### src/ExWideAlu_settings.svh
`ifndef EX_WIDEALU_SETTINGS_SVH
`define EX_WIDEALU_SETTINGS_SVH

//////////////////////////////
// datapath
//////////////////////////////

// operand and result width.
`define EX_WIDEALU_WIDTH 90

//////////////////////////////
// flow control
//////////////////////////////

// credits held by the source after reset, also the queue depth.
`define EX_WIDEALU_IN_CREDITS 4

// credits held for the sink after reset.
`define EX_WIDEALU_OUT_CREDITS 2

`endif

### src/ExWideAluPkg.sv
package ExWideAluPkg;

	//////////////////////////////
	// request fields
	//////////////////////////////

	// opcode of a request.
	typedef enum logic [1:0]
	{
		OpAdd  = 2'd0,	// a plus b.
		OpSub  = 2'd1,	// a minus b.
		OpRsub = 2'd2	// b minus a.
	} aluOp_t;

	// request tag, passed through untouched.
	typedef logic [3:0] aluTag_t;

endpackage

### src/ExAluOperandPrep.sv
`timescale 1ns/1ps

`include "ExWideAlu_settings.svh"

module ExAluOperandPrep
(
	input  logic                         clock,
	input  logic                         rstN,
	input  logic                         inValid,
	input  ExWideAluPkg::aluOp_t         inOp,
	input  ExWideAluPkg::aluTag_t        inTag,
	input  logic [`EX_WIDEALU_WIDTH-1:0] inA,
	input  logic [`EX_WIDEALU_WIDTH-1:0] inB,
	output logic                         prepValid,
	output ExWideAluPkg::aluOp_t         prepOp,
	output ExWideAluPkg::aluTag_t        prepTag,
	output logic [`EX_WIDEALU_WIDTH-1:0] addLA,
	output logic [`EX_WIDEALU_WIDTH-1:0] addLB,
	output logic [`EX_WIDEALU_WIDTH-1:0] addRA,
	output logic [`EX_WIDEALU_WIDTH-1:0] addRB
);

	import ExWideAluPkg::*;

	// valid stage flag.
	always_ff @(posedge clock)
	begin
		if (!rstN)
			prepValid <= 1'b0;
		else
			prepValid <= inValid;
	end

	//////////////////////////////
	// operand conditioning
	//////////////////////////////

	// left adder gives a+b, or ~a+b whose inverse is a-b.
	// right adder gives a+~b whose inverse is b-a.
	always_ff @(posedge clock)
	begin
		if (inValid)
		begin
			prepOp  <= inOp;
			prepTag <= inTag;
			addLA   <= (inOp == OpAdd) ? inA : ~inA;
			addLB   <= inB;
			addRA   <= inA;
			addRB   <= ~inB;	// both candidates every time.
		end
	end

endmodule

### src/ExAluResultMerge.sv
`timescale 1ns/1ps

`include "ExWideAlu_settings.svh"

module ExAluResultMerge
(
	input  logic                         clock,
	input  logic                         rstN,
	input  logic                         prepValid,
	input  ExWideAluPkg::aluOp_t         prepOp,
	input  ExWideAluPkg::aluTag_t        prepTag,
	input  logic [`EX_WIDEALU_WIDTH-1:0] sumL,
	input  logic [`EX_WIDEALU_WIDTH-1:0] sumR,
	output logic                         mergeValid,
	output ExWideAluPkg::aluTag_t        mergeTag,
	output logic [`EX_WIDEALU_WIDTH-1:0] mergeResult,
	output logic                         mergeZero,
	output logic                         mergeNeg
);

	import ExWideAluPkg::*;

	logic [`EX_WIDEALU_WIDTH-1:0] result;
	logic                         isZero;
	logic                         isNeg;

	//////////////////////////////
	// result select
	//////////////////////////////

	always_comb
	begin
		case (prepOp)
			OpAdd:   result = sumL;
			OpSub:   result = ~sumL;	// undo the inverted a.
			OpRsub:  result = ~sumR;
			default: result = sumL;
		endcase
	end

	// flags from the chosen word.
	assign isZero = ~|result;
	assign isNeg  = result[`EX_WIDEALU_WIDTH-1];	// sign bit.

	always_ff @(posedge clock)
	begin
		if (!rstN)
			mergeValid <= 1'b0;
		else
			mergeValid <= prepValid;
	end

	// payload follows the valid flag.
	always_ff @(posedge clock)
	begin
		if (prepValid)
		begin
			mergeTag    <= prepTag;
			mergeResult <= result;
			mergeZero   <= isZero;
			mergeNeg    <= isNeg;
		end
	end

endmodule

### src/ExAluResultQueue.sv
`timescale 1ns/1ps

`include "ExWideAlu_settings.svh"

module ExAluResultQueue
(
	input  logic                         clock,
	input  logic                         rstN,
	input  logic                         mergeValid,
	input  ExWideAluPkg::aluTag_t        mergeTag,
	input  logic [`EX_WIDEALU_WIDTH-1:0] mergeResult,
	input  logic                         mergeZero,
	input  logic                         mergeNeg,
	input  logic                         outCredit,
	output logic                         outValid,
	output ExWideAluPkg::aluTag_t        outTag,
	output logic [`EX_WIDEALU_WIDTH-1:0] outResult,
	output logic                         outZero,
	output logic                         outNeg,
	output logic                         creditRet
);

	import ExWideAluPkg::*;

	localparam int Depth = `EX_WIDEALU_IN_CREDITS;
	localparam int PtrW  = (Depth > 1) ? $clog2(Depth) : 1;
	localparam int CntW  = $clog2(Depth + 1);
	localparam int CrdW  = $clog2(`EX_WIDEALU_OUT_CREDITS + 1);

	// entry storage.
	aluTag_t                      memTag    [Depth];
	logic [`EX_WIDEALU_WIDTH-1:0] memResult [Depth];
	logic                         memZero   [Depth];
	logic                         memNeg    [Depth];

	logic [PtrW-1:0] headPtr;
	logic [PtrW-1:0] tailPtr;
	logic [CntW-1:0] count;
	logic [CrdW-1:0] credits;	// sends still allowed downstream.

	logic empty;
	logic pop;
	logic bypass;
	logic memPop;
	logic push;

	function automatic logic [PtrW-1:0] nextPtr(input logic [PtrW-1:0] ptr);
		if (ptr == PtrW'(Depth - 1))
			return '0;
		else
			return ptr + 1'b1;
	endfunction

	//////////////////////////////
	// pop and push decisions
	//////////////////////////////

	assign empty  = (count == '0);
	assign pop    = (credits != '0) && (!empty || mergeValid);
	assign bypass = pop && empty;	// incoming entry skips storage.
	assign memPop = pop && !empty;
	assign push   = mergeValid && !bypass;

	always_ff @(posedge clock)
	begin
		if (push)
		begin
			memTag[tailPtr]    <= mergeTag;
			memResult[tailPtr] <= mergeResult;
			memZero[tailPtr]   <= mergeZero;
			memNeg[tailPtr]    <= mergeNeg;
		end
	end

	always_ff @(posedge clock)
	begin
		if (!rstN)
		begin
			headPtr <= '0;
			tailPtr <= '0;
			count   <= '0;
		end
		else
		begin
			if (push)
				tailPtr <= nextPtr(tailPtr);
			if (memPop)
				headPtr <= nextPtr(headPtr);
			case ({push, memPop})
				2'b10:   count <= count + 1'b1;
				2'b01:   count <= count - 1'b1;
				default: count <= count;	// none or both.
			endcase
		end
	end

	//////////////////////////////
	// downstream credits
	//////////////////////////////

	always_ff @(posedge clock)
	begin
		if (!rstN)
			credits <= CrdW'(`EX_WIDEALU_OUT_CREDITS);
		else
		begin
			case ({pop, outCredit})
				2'b10:   credits <= credits - 1'b1;
				2'b01:   credits <= credits + 1'b1;
				default: credits <= credits;
			endcase
		end
	end

	// output slot, one result per send.
	always_ff @(posedge clock)
	begin
		if (!rstN)
			outValid <= 1'b0;
		else
			outValid <= pop;
	end

	always_ff @(posedge clock)
	begin
		if (pop)
		begin
			if (empty)
			begin
				outTag    <= mergeTag;
				outResult <= mergeResult;
				outZero   <= mergeZero;
				outNeg    <= mergeNeg;
			end
			else
			begin
				outTag    <= memTag[headPtr];
				outResult <= memResult[headPtr];
				outZero   <= memZero[headPtr];
				outNeg    <= memNeg[headPtr];
			end
		end
	end

	// each send frees one upstream slot.
	assign creditRet = outValid;

endmodule

### src/ExCsAdd90F.sv
`timescale 1ns/1ps

module ExCsAdd90F
(
	input  logic [89:0] valA,
	input  logic [89:0] valB,
	output logic [89:0] valC
);

	//////////////////////////////
	// block sums
	//////////////////////////////

	// lowest block sees no carry-in, so one version only.
	logic [16:0] sumA0;
	logic [16:0] sumB0;
	logic [16:0] sumB1;
	logic [16:0] sumC0;
	logic [16:0] sumC1;
	logic [16:0] sumD0;
	logic [16:0] sumD1;
	logic [16:0] sumE0;
	logic [16:0] sumE1;
	logic [9:0]  sumF0;	// top carry is dropped.
	logic [9:0]  sumF1;

	// first select level, blocks taken in pairs.
	logic [32:0] pairA0;
	logic [32:0] pairB0;
	logic [32:0] pairB1;
	logic [25:0] pairC0;
	logic [25:0] pairC1;

	// second select level.
	logic [64:0] lowHalf;

	always_comb
	begin
		sumA0 = {1'b0, valA[15:0]} + {1'b0, valB[15:0]};
		sumB0 = {1'b0, valA[31:16]} + {1'b0, valB[31:16]};
		sumB1 = {1'b0, valA[31:16]} + {1'b0, valB[31:16]} + 17'd1;
		sumC0 = {1'b0, valA[47:32]} + {1'b0, valB[47:32]};
		sumC1 = {1'b0, valA[47:32]} + {1'b0, valB[47:32]} + 17'd1;
		sumD0 = {1'b0, valA[63:48]} + {1'b0, valB[63:48]};
		sumD1 = {1'b0, valA[63:48]} + {1'b0, valB[63:48]} + 17'd1;
		sumE0 = {1'b0, valA[79:64]} + {1'b0, valB[79:64]};
		sumE1 = {1'b0, valA[79:64]} + {1'b0, valB[79:64]} + 17'd1;
		sumF0 = valA[89:80] + valB[89:80];
		sumF1 = valA[89:80] + valB[89:80] + 10'd1;

		// pick upper block of each pair by the lower block's carry.
		pairA0 = {sumA0[16] ? sumB1 : sumB0, sumA0[15:0]};
		pairB0 = {sumC0[16] ? sumD1 : sumD0, sumC0[15:0]};
		pairB1 = {sumC1[16] ? sumD1 : sumD0, sumC1[15:0]};
		pairC0 = {sumE0[16] ? sumF1 : sumF0, sumE0[15:0]};
		pairC1 = {sumE1[16] ? sumF1 : sumF0, sumE1[15:0]};

		// join the halves, carry out of bit 63 steers the top.
		lowHalf = {pairA0[32] ? pairB1 : pairB0, pairA0[31:0]};
		valC    = {lowHalf[64] ? pairC1 : pairC0, lowHalf[63:0]};
	end

endmodule

### src/ExWideAluTop.sv
`timescale 1ns/1ps

`include "ExWideAlu_settings.svh"

module ExWideAluTop
(
	input  logic                         clock,
	input  logic                         rstN,
	input  logic                         inValid,
	input  ExWideAluPkg::aluOp_t         inOp,
	input  ExWideAluPkg::aluTag_t        inTag,
	input  logic [`EX_WIDEALU_WIDTH-1:0] inA,
	input  logic [`EX_WIDEALU_WIDTH-1:0] inB,
	input  logic                         outCredit,
	output logic                         creditRet,
	output logic                         outValid,
	output ExWideAluPkg::aluTag_t        outTag,
	output logic [`EX_WIDEALU_WIDTH-1:0] outResult,
	output logic                         outZero,
	output logic                         outNeg
);

	import ExWideAluPkg::*;

	// prep stage.
	logic                         prepValid;
	aluOp_t                       prepOp;
	aluTag_t                      prepTag;
	logic [`EX_WIDEALU_WIDTH-1:0] addLA;
	logic [`EX_WIDEALU_WIDTH-1:0] addLB;
	logic [`EX_WIDEALU_WIDTH-1:0] addRA;
	logic [`EX_WIDEALU_WIDTH-1:0] addRB;

	// adder sums.
	logic [`EX_WIDEALU_WIDTH-1:0] sumL;
	logic [`EX_WIDEALU_WIDTH-1:0] sumR;

	// merge stage.
	logic                         mergeValid;
	aluTag_t                      mergeTag;
	logic [`EX_WIDEALU_WIDTH-1:0] mergeResult;
	logic                         mergeZero;
	logic                         mergeNeg;

	ExAluOperandPrep prep
	(
		.clock     (clock),
		.rstN      (rstN),
		.inValid   (inValid),
		.inOp      (inOp),
		.inTag     (inTag),
		.inA       (inA),
		.inB       (inB),
		.prepValid (prepValid),
		.prepOp    (prepOp),
		.prepTag   (prepTag),
		.addLA     (addLA),
		.addLB     (addLB),
		.addRA     (addRA),
		.addRB     (addRB)
	);

	//////////////////////////////
	// adders side by side
	//////////////////////////////

	ExCsAdd90F addLeft
	(
		.valA (addLA),
		.valB (addLB),
		.valC (sumL)
	);

	ExCsAdd90F addRight
	(
		.valA (addRA),
		.valB (addRB),
		.valC (sumR)
	);

	ExAluResultMerge merge
	(
		.clock       (clock),
		.rstN        (rstN),
		.prepValid   (prepValid),
		.prepOp      (prepOp),
		.prepTag     (prepTag),
		.sumL        (sumL),
		.sumR        (sumR),
		.mergeValid  (mergeValid),
		.mergeTag    (mergeTag),
		.mergeResult (mergeResult),
		.mergeZero   (mergeZero),
		.mergeNeg    (mergeNeg)
	);

	ExAluResultQueue queue
	(
		.clock       (clock),
		.rstN        (rstN),
		.mergeValid  (mergeValid),
		.mergeTag    (mergeTag),
		.mergeResult (mergeResult),
		.mergeZero   (mergeZero),
		.mergeNeg    (mergeNeg),
		.outCredit   (outCredit),
		.outValid    (outValid),
		.outTag      (outTag),
		.outResult   (outResult),
		.outZero     (outZero),
		.outNeg      (outNeg),
		.creditRet   (creditRet)
	);

endmodule

### config.mk
export PLATFORM = sky130hd
export DESIGN_NAME = ExWideAluTop
export DESIGN_NICKNAME = d
export VERILOG_FILES = /design/src/ExWideAluPkg.sv /design/src/ExAluOperandPrep.sv /design/src/ExAluResultMerge.sv /design/src/ExAluResultQueue.sv /design/src/ExCsAdd90F.sv /design/src/ExWideAluTop.sv
export VERILOG_INCLUDE_DIRS = /design/src
export SDC_FILE = /design/constraint.sdc
export NUM_CORES = 2
export LEC_CHECK = 0
export ABC_AREA = 1
export BUFFER_PORTS_ARGS = -buffer_cell sky130_fd_sc_hd__buf_4
export CAP_MARGIN = 10
export CORE_ASPECT_RATIO = 0.8
export CORE_UTILIZATION = 41
export CTS_CLUSTER_SIZE = 16
export DETAILED_ROUTE_END_ITERATION = 10
export PLACE_DENSITY_LB_ADDON = 0.3
export SLEW_MARGIN = 25
export SYNTH_ARGS = -nofsm -noshare
export SYNTH_HDL_FRONTEND = slang
export SYNTH_SLANG_ARGS = --single-unit
export TNS_END_PERCENT = 30
### constraint.sdc
create_clock -name clock -period 8.25 [get_ports clock]
set_input_delay 0.825 -clock clock [delete_from_list [all_inputs] [get_ports clock]]
set_output_delay 0.825 -clock clock [all_outputs]
set_load 0.03 [all_outputs]
==> results.yml <==
setup_path:
  cp_slowest_cell: "a21oi_1"
  worst-path-stages: 27
  required_ns: 8.84
  cpMostUsedCell: "nand2_1"
  critical_path_buf_inv_count: 3
  r2r_slack_ns: 2.71
  critical_path_class: "register to register"
  slowest_delay_ns: 0.76
  crit_end: "merge.mergeZero$_DFFE_PP_"
  startpoint_type: "register"
  critical-path-top-delay-family: "simple AND/OR/NAND/NOR gates"
  r2r_cells: 27
  reg2reg_from: "prep.addRA[32]$_DFFE_PP_"
  startpoint: "prep.addRA[32]$_DFFE_PP_"
  endpoint_kind: "register"
  arrival_ns: 6.13
  crit_fanout: 28
  r2r-end: "merge.mergeZero$_DFFE_PP_"
place:
  placed_area_sq_um: 57300
  port_buffers: 287
  place_hpwl_mm: 104
  gp_congestion: 0.917
  post-place-ws_ns: 2.77
power:
  p_leak_nw: 26.1
  power_density_nw_per_um2: 243
  ir_drop_mv: 0.183
floorplanning:
  die_h_um: 325
  placementRows: 117
  core_sq_um: 128000
  die_x_um: 405
  start_util: 0.417
  ios: 288
  die_area_sq_um: 132000
cells_and_area:
  drive_above_1_share: 0.0894
  finalCoreUtilization: 0.472
  syn2layout_area_growth_pct: 13.2
  nNetsFinal: 6782
  num_antenna_cells: 0
  stdcell_area_sq_um: 60400
  fill_cells: 12200
sta:
  drv_slew: 0
  final_hold_viol_count: 0
  rsz0062_at_grt: "no"
  period_share: 0.672
  worst_hold_slack_ns: 0.274
  max_freq_mhz: 180
  min_period_ns: 5.54
  setup_ws_ns: 2.71
  final.setup_skew_ns: 0.0508
  setup_viol: 0
  slew_headroom: 0.292
  worst_pin_slew_ns: 1.06
  fin_tns_setup_ns: 0
global_route:
  use_met1: 0.341
  grt_max_degree: 136
  grt_usage: 0.218
  grt_antenna_before_repair: 2
  overflow: 0
  gr-usage-met3: 0.0298
  grtUsageMet2: 0.321
  grt-busiest-layer: "met1"
  grt_pass1_vias: 38500
  grt_first_pass_wirelength_mm: 225
logic_synthesis:
  synth_area_per_cell_sq_um: 8.69
  yosys_register_bits: 950
  synthTopCellsByArea: "edfxtp_1 53%, nand2_1 11%, nand3_1 5.8%, inv_1 5.5%, nor2_1 5.3%"
  synth_edf_count: 936
  ys_warn_count: 0
  ys_seq_area_frac: 0.532
  yosys.area.top_type_share: 0.527
  async_reset_ff_frac: 0
  syn_inst: 6138
  synth_top_cell_by_area: "edfxtp_1"
  synth_area_sq_um: 53400
  yosys_most_used_dff: "edfxtp_1"
  yosys-top-cells-count: "1,613 x nand2_1, 936 x edfxtp_1, 780 x inv_1, 759 x nor2_1, 622 x nand3_1"
  yosysUniqueCellTypes: 55
  yosys.cell_count.top_type: "nand2_1"
  synth_fp_nets: 6538
clock_network:
  clk_pin_slew_ns: 0.07
  ctsHoldBuffers: 0
  h-tree-depth: 3
  clkLatencyLatePin_ns: 0.73
  clk_path_buf_depth: 3
  cts_resized: 0
  cts_sinks: 950
  cts_buffers: 98
  cts_tree: "built"
  root_buffer: "clkbuf_16"
  cts_setup_buffers: 0
drt:
  drcViolationCount: 0
  vias: 41900
  ant_nets: 0
  dr.pass1.iters: 6
  routed_wl_mm: 146
  drt_iter0_markers: 4158
  vias_per_cell: 5.12
  wl_per_cell_um: 17.8
hold_path:
  hold_path.class: "primary input to register"
run:
  drv_cap: 0
run_status:
  status: "completed"
[worst min path at each step]
stage | slack [ns] | from | cells past startpoint | endpoint
finish | 0.27 | inB[6] | 1 | prep.addLB[6]$_DFFE_PP_
global route | 0.23 | inB[8] | 1 | prep.addLB[8]$_DFFE_PP_
CTS | 0.20 | inB[7] | 1 | prep.addLB[7]$_DFFE_PP_
detailed placement | 0.41 | prep.prepTag[0]$_DFFE_PP_ | 0 | merge.mergeTag[0]$_DFFE_PP_
global placement | 0.40 | prep.prepTag[2]$_DFFE_PP_ | 0 | merge.mergeTag[2]$_DFFE_PP_
floorplan | 0.40 | prep.prepTag[0]$_DFFE_PP_ | 0 | merge.mergeTag[0]$_DFFE_PP_
[logic make-up (layout without fill, tap and decap cells)]
logic type / after synthesis / after routing / share of synthesized area
buffers and inverters: 974 / 1300 / 0.0704
and+or+nand+nor: 3228 / 3228 / 0.255
DFF: 950 / 950 / 0.532
AOI/OAI and AO/OA: 579 / 579 / 0.0588
adders and majority gates: 210 / 210 / 0.0511
xor gates and xnor gates: 197 / 197 / 0.0323
[power by group]
part / switching [mW] / internal, mW / total [mW]
Combinational: 2.99 / 1.30 / 4.29
Clock: 1.99 / 2.35 / 4.34
Sequential: 0.233 / 5.84 / 6.07
Total: 5.22 / 9.49 / 14.7
[flip-flops by register name, summed over array words and instances (netlist names), 2 cells and up, named ones only]
register           flops
merge.mergeResult     89
prep.prepTag           4
prep.addLB            90
queue.count            3
queue.outResult       89
merge.mergeTag         4
queue.memResult      360
prep.prepOp            2
queue.memTag          16
queue.headPtr          2
queue.memZero          4
queue.tailPtr          2
prep.addRA            90
prep.addLA            90
queue.credits          2
queue.outTag           4
prep.addRB            90
[metal layers]
metal	up-vias	part of all wire
met5	-	0
met4	0	0.015
met3	149	0.071
met2	1360	0.42
met1	19600	0.49
li1	20800	-
[through the flow]
stage / cells / total power [mW]
2_1_floorplan: 6138 / 9.04
3_3_place_gp: 8006 / 10.4
3_5_place_dp: 8007 / 10.4
4_1_cts: 8189 / 14.8
5_1_grt: 8189 / 15.5
6_report: 8189 / 14.7
[area by class of cell]
type / instances / area [sq um] / share of cell area
Timing Repair Buffer: 316 / 2430 / 0.0402
Sequential cell: 950 / 28400 / 0.470
Multi-Input combinational cell: 4214 / 21300 / 0.352
Clock inverter: 65 / 566 / 0.00936
Inverter: 802 / 3030 / 0.0501
Tap cell: 1725 / 2160 / 0.0357
Clock buffer: 117 / 2570 / 0.0425
[placed cells by master, fill, tap and decap left out, types with 57 or more instances in the layout]
master	n
a21oi_1	115
a31oi_1	98
xnor2_1	117
nand4_1	57
edfxtp_1	936
xor2_1	80
clkbuf_16	100
nand2_1	1613
ha_1	195
buf_4	311
inv_1	778
o21ai_0	312
nor2_1	754
nand3_1	622
[worst register-to-register path, delay by kind of cell (launching register included)]
| kind | cells | cell delay [ns] |
|---|---|---|
| AO/OA/AOI/OAI | 2 | 0.92 |
| adder cells (fa/ha/maj) | 2 | 0.45 |
| AND/OR/NAND/NOR | 20 | 3.30 |
| flip-flops | 1 | 0.37 |
| buffers and inverters | 3 | 0.40 |
(Power assumes the default switching activity.)
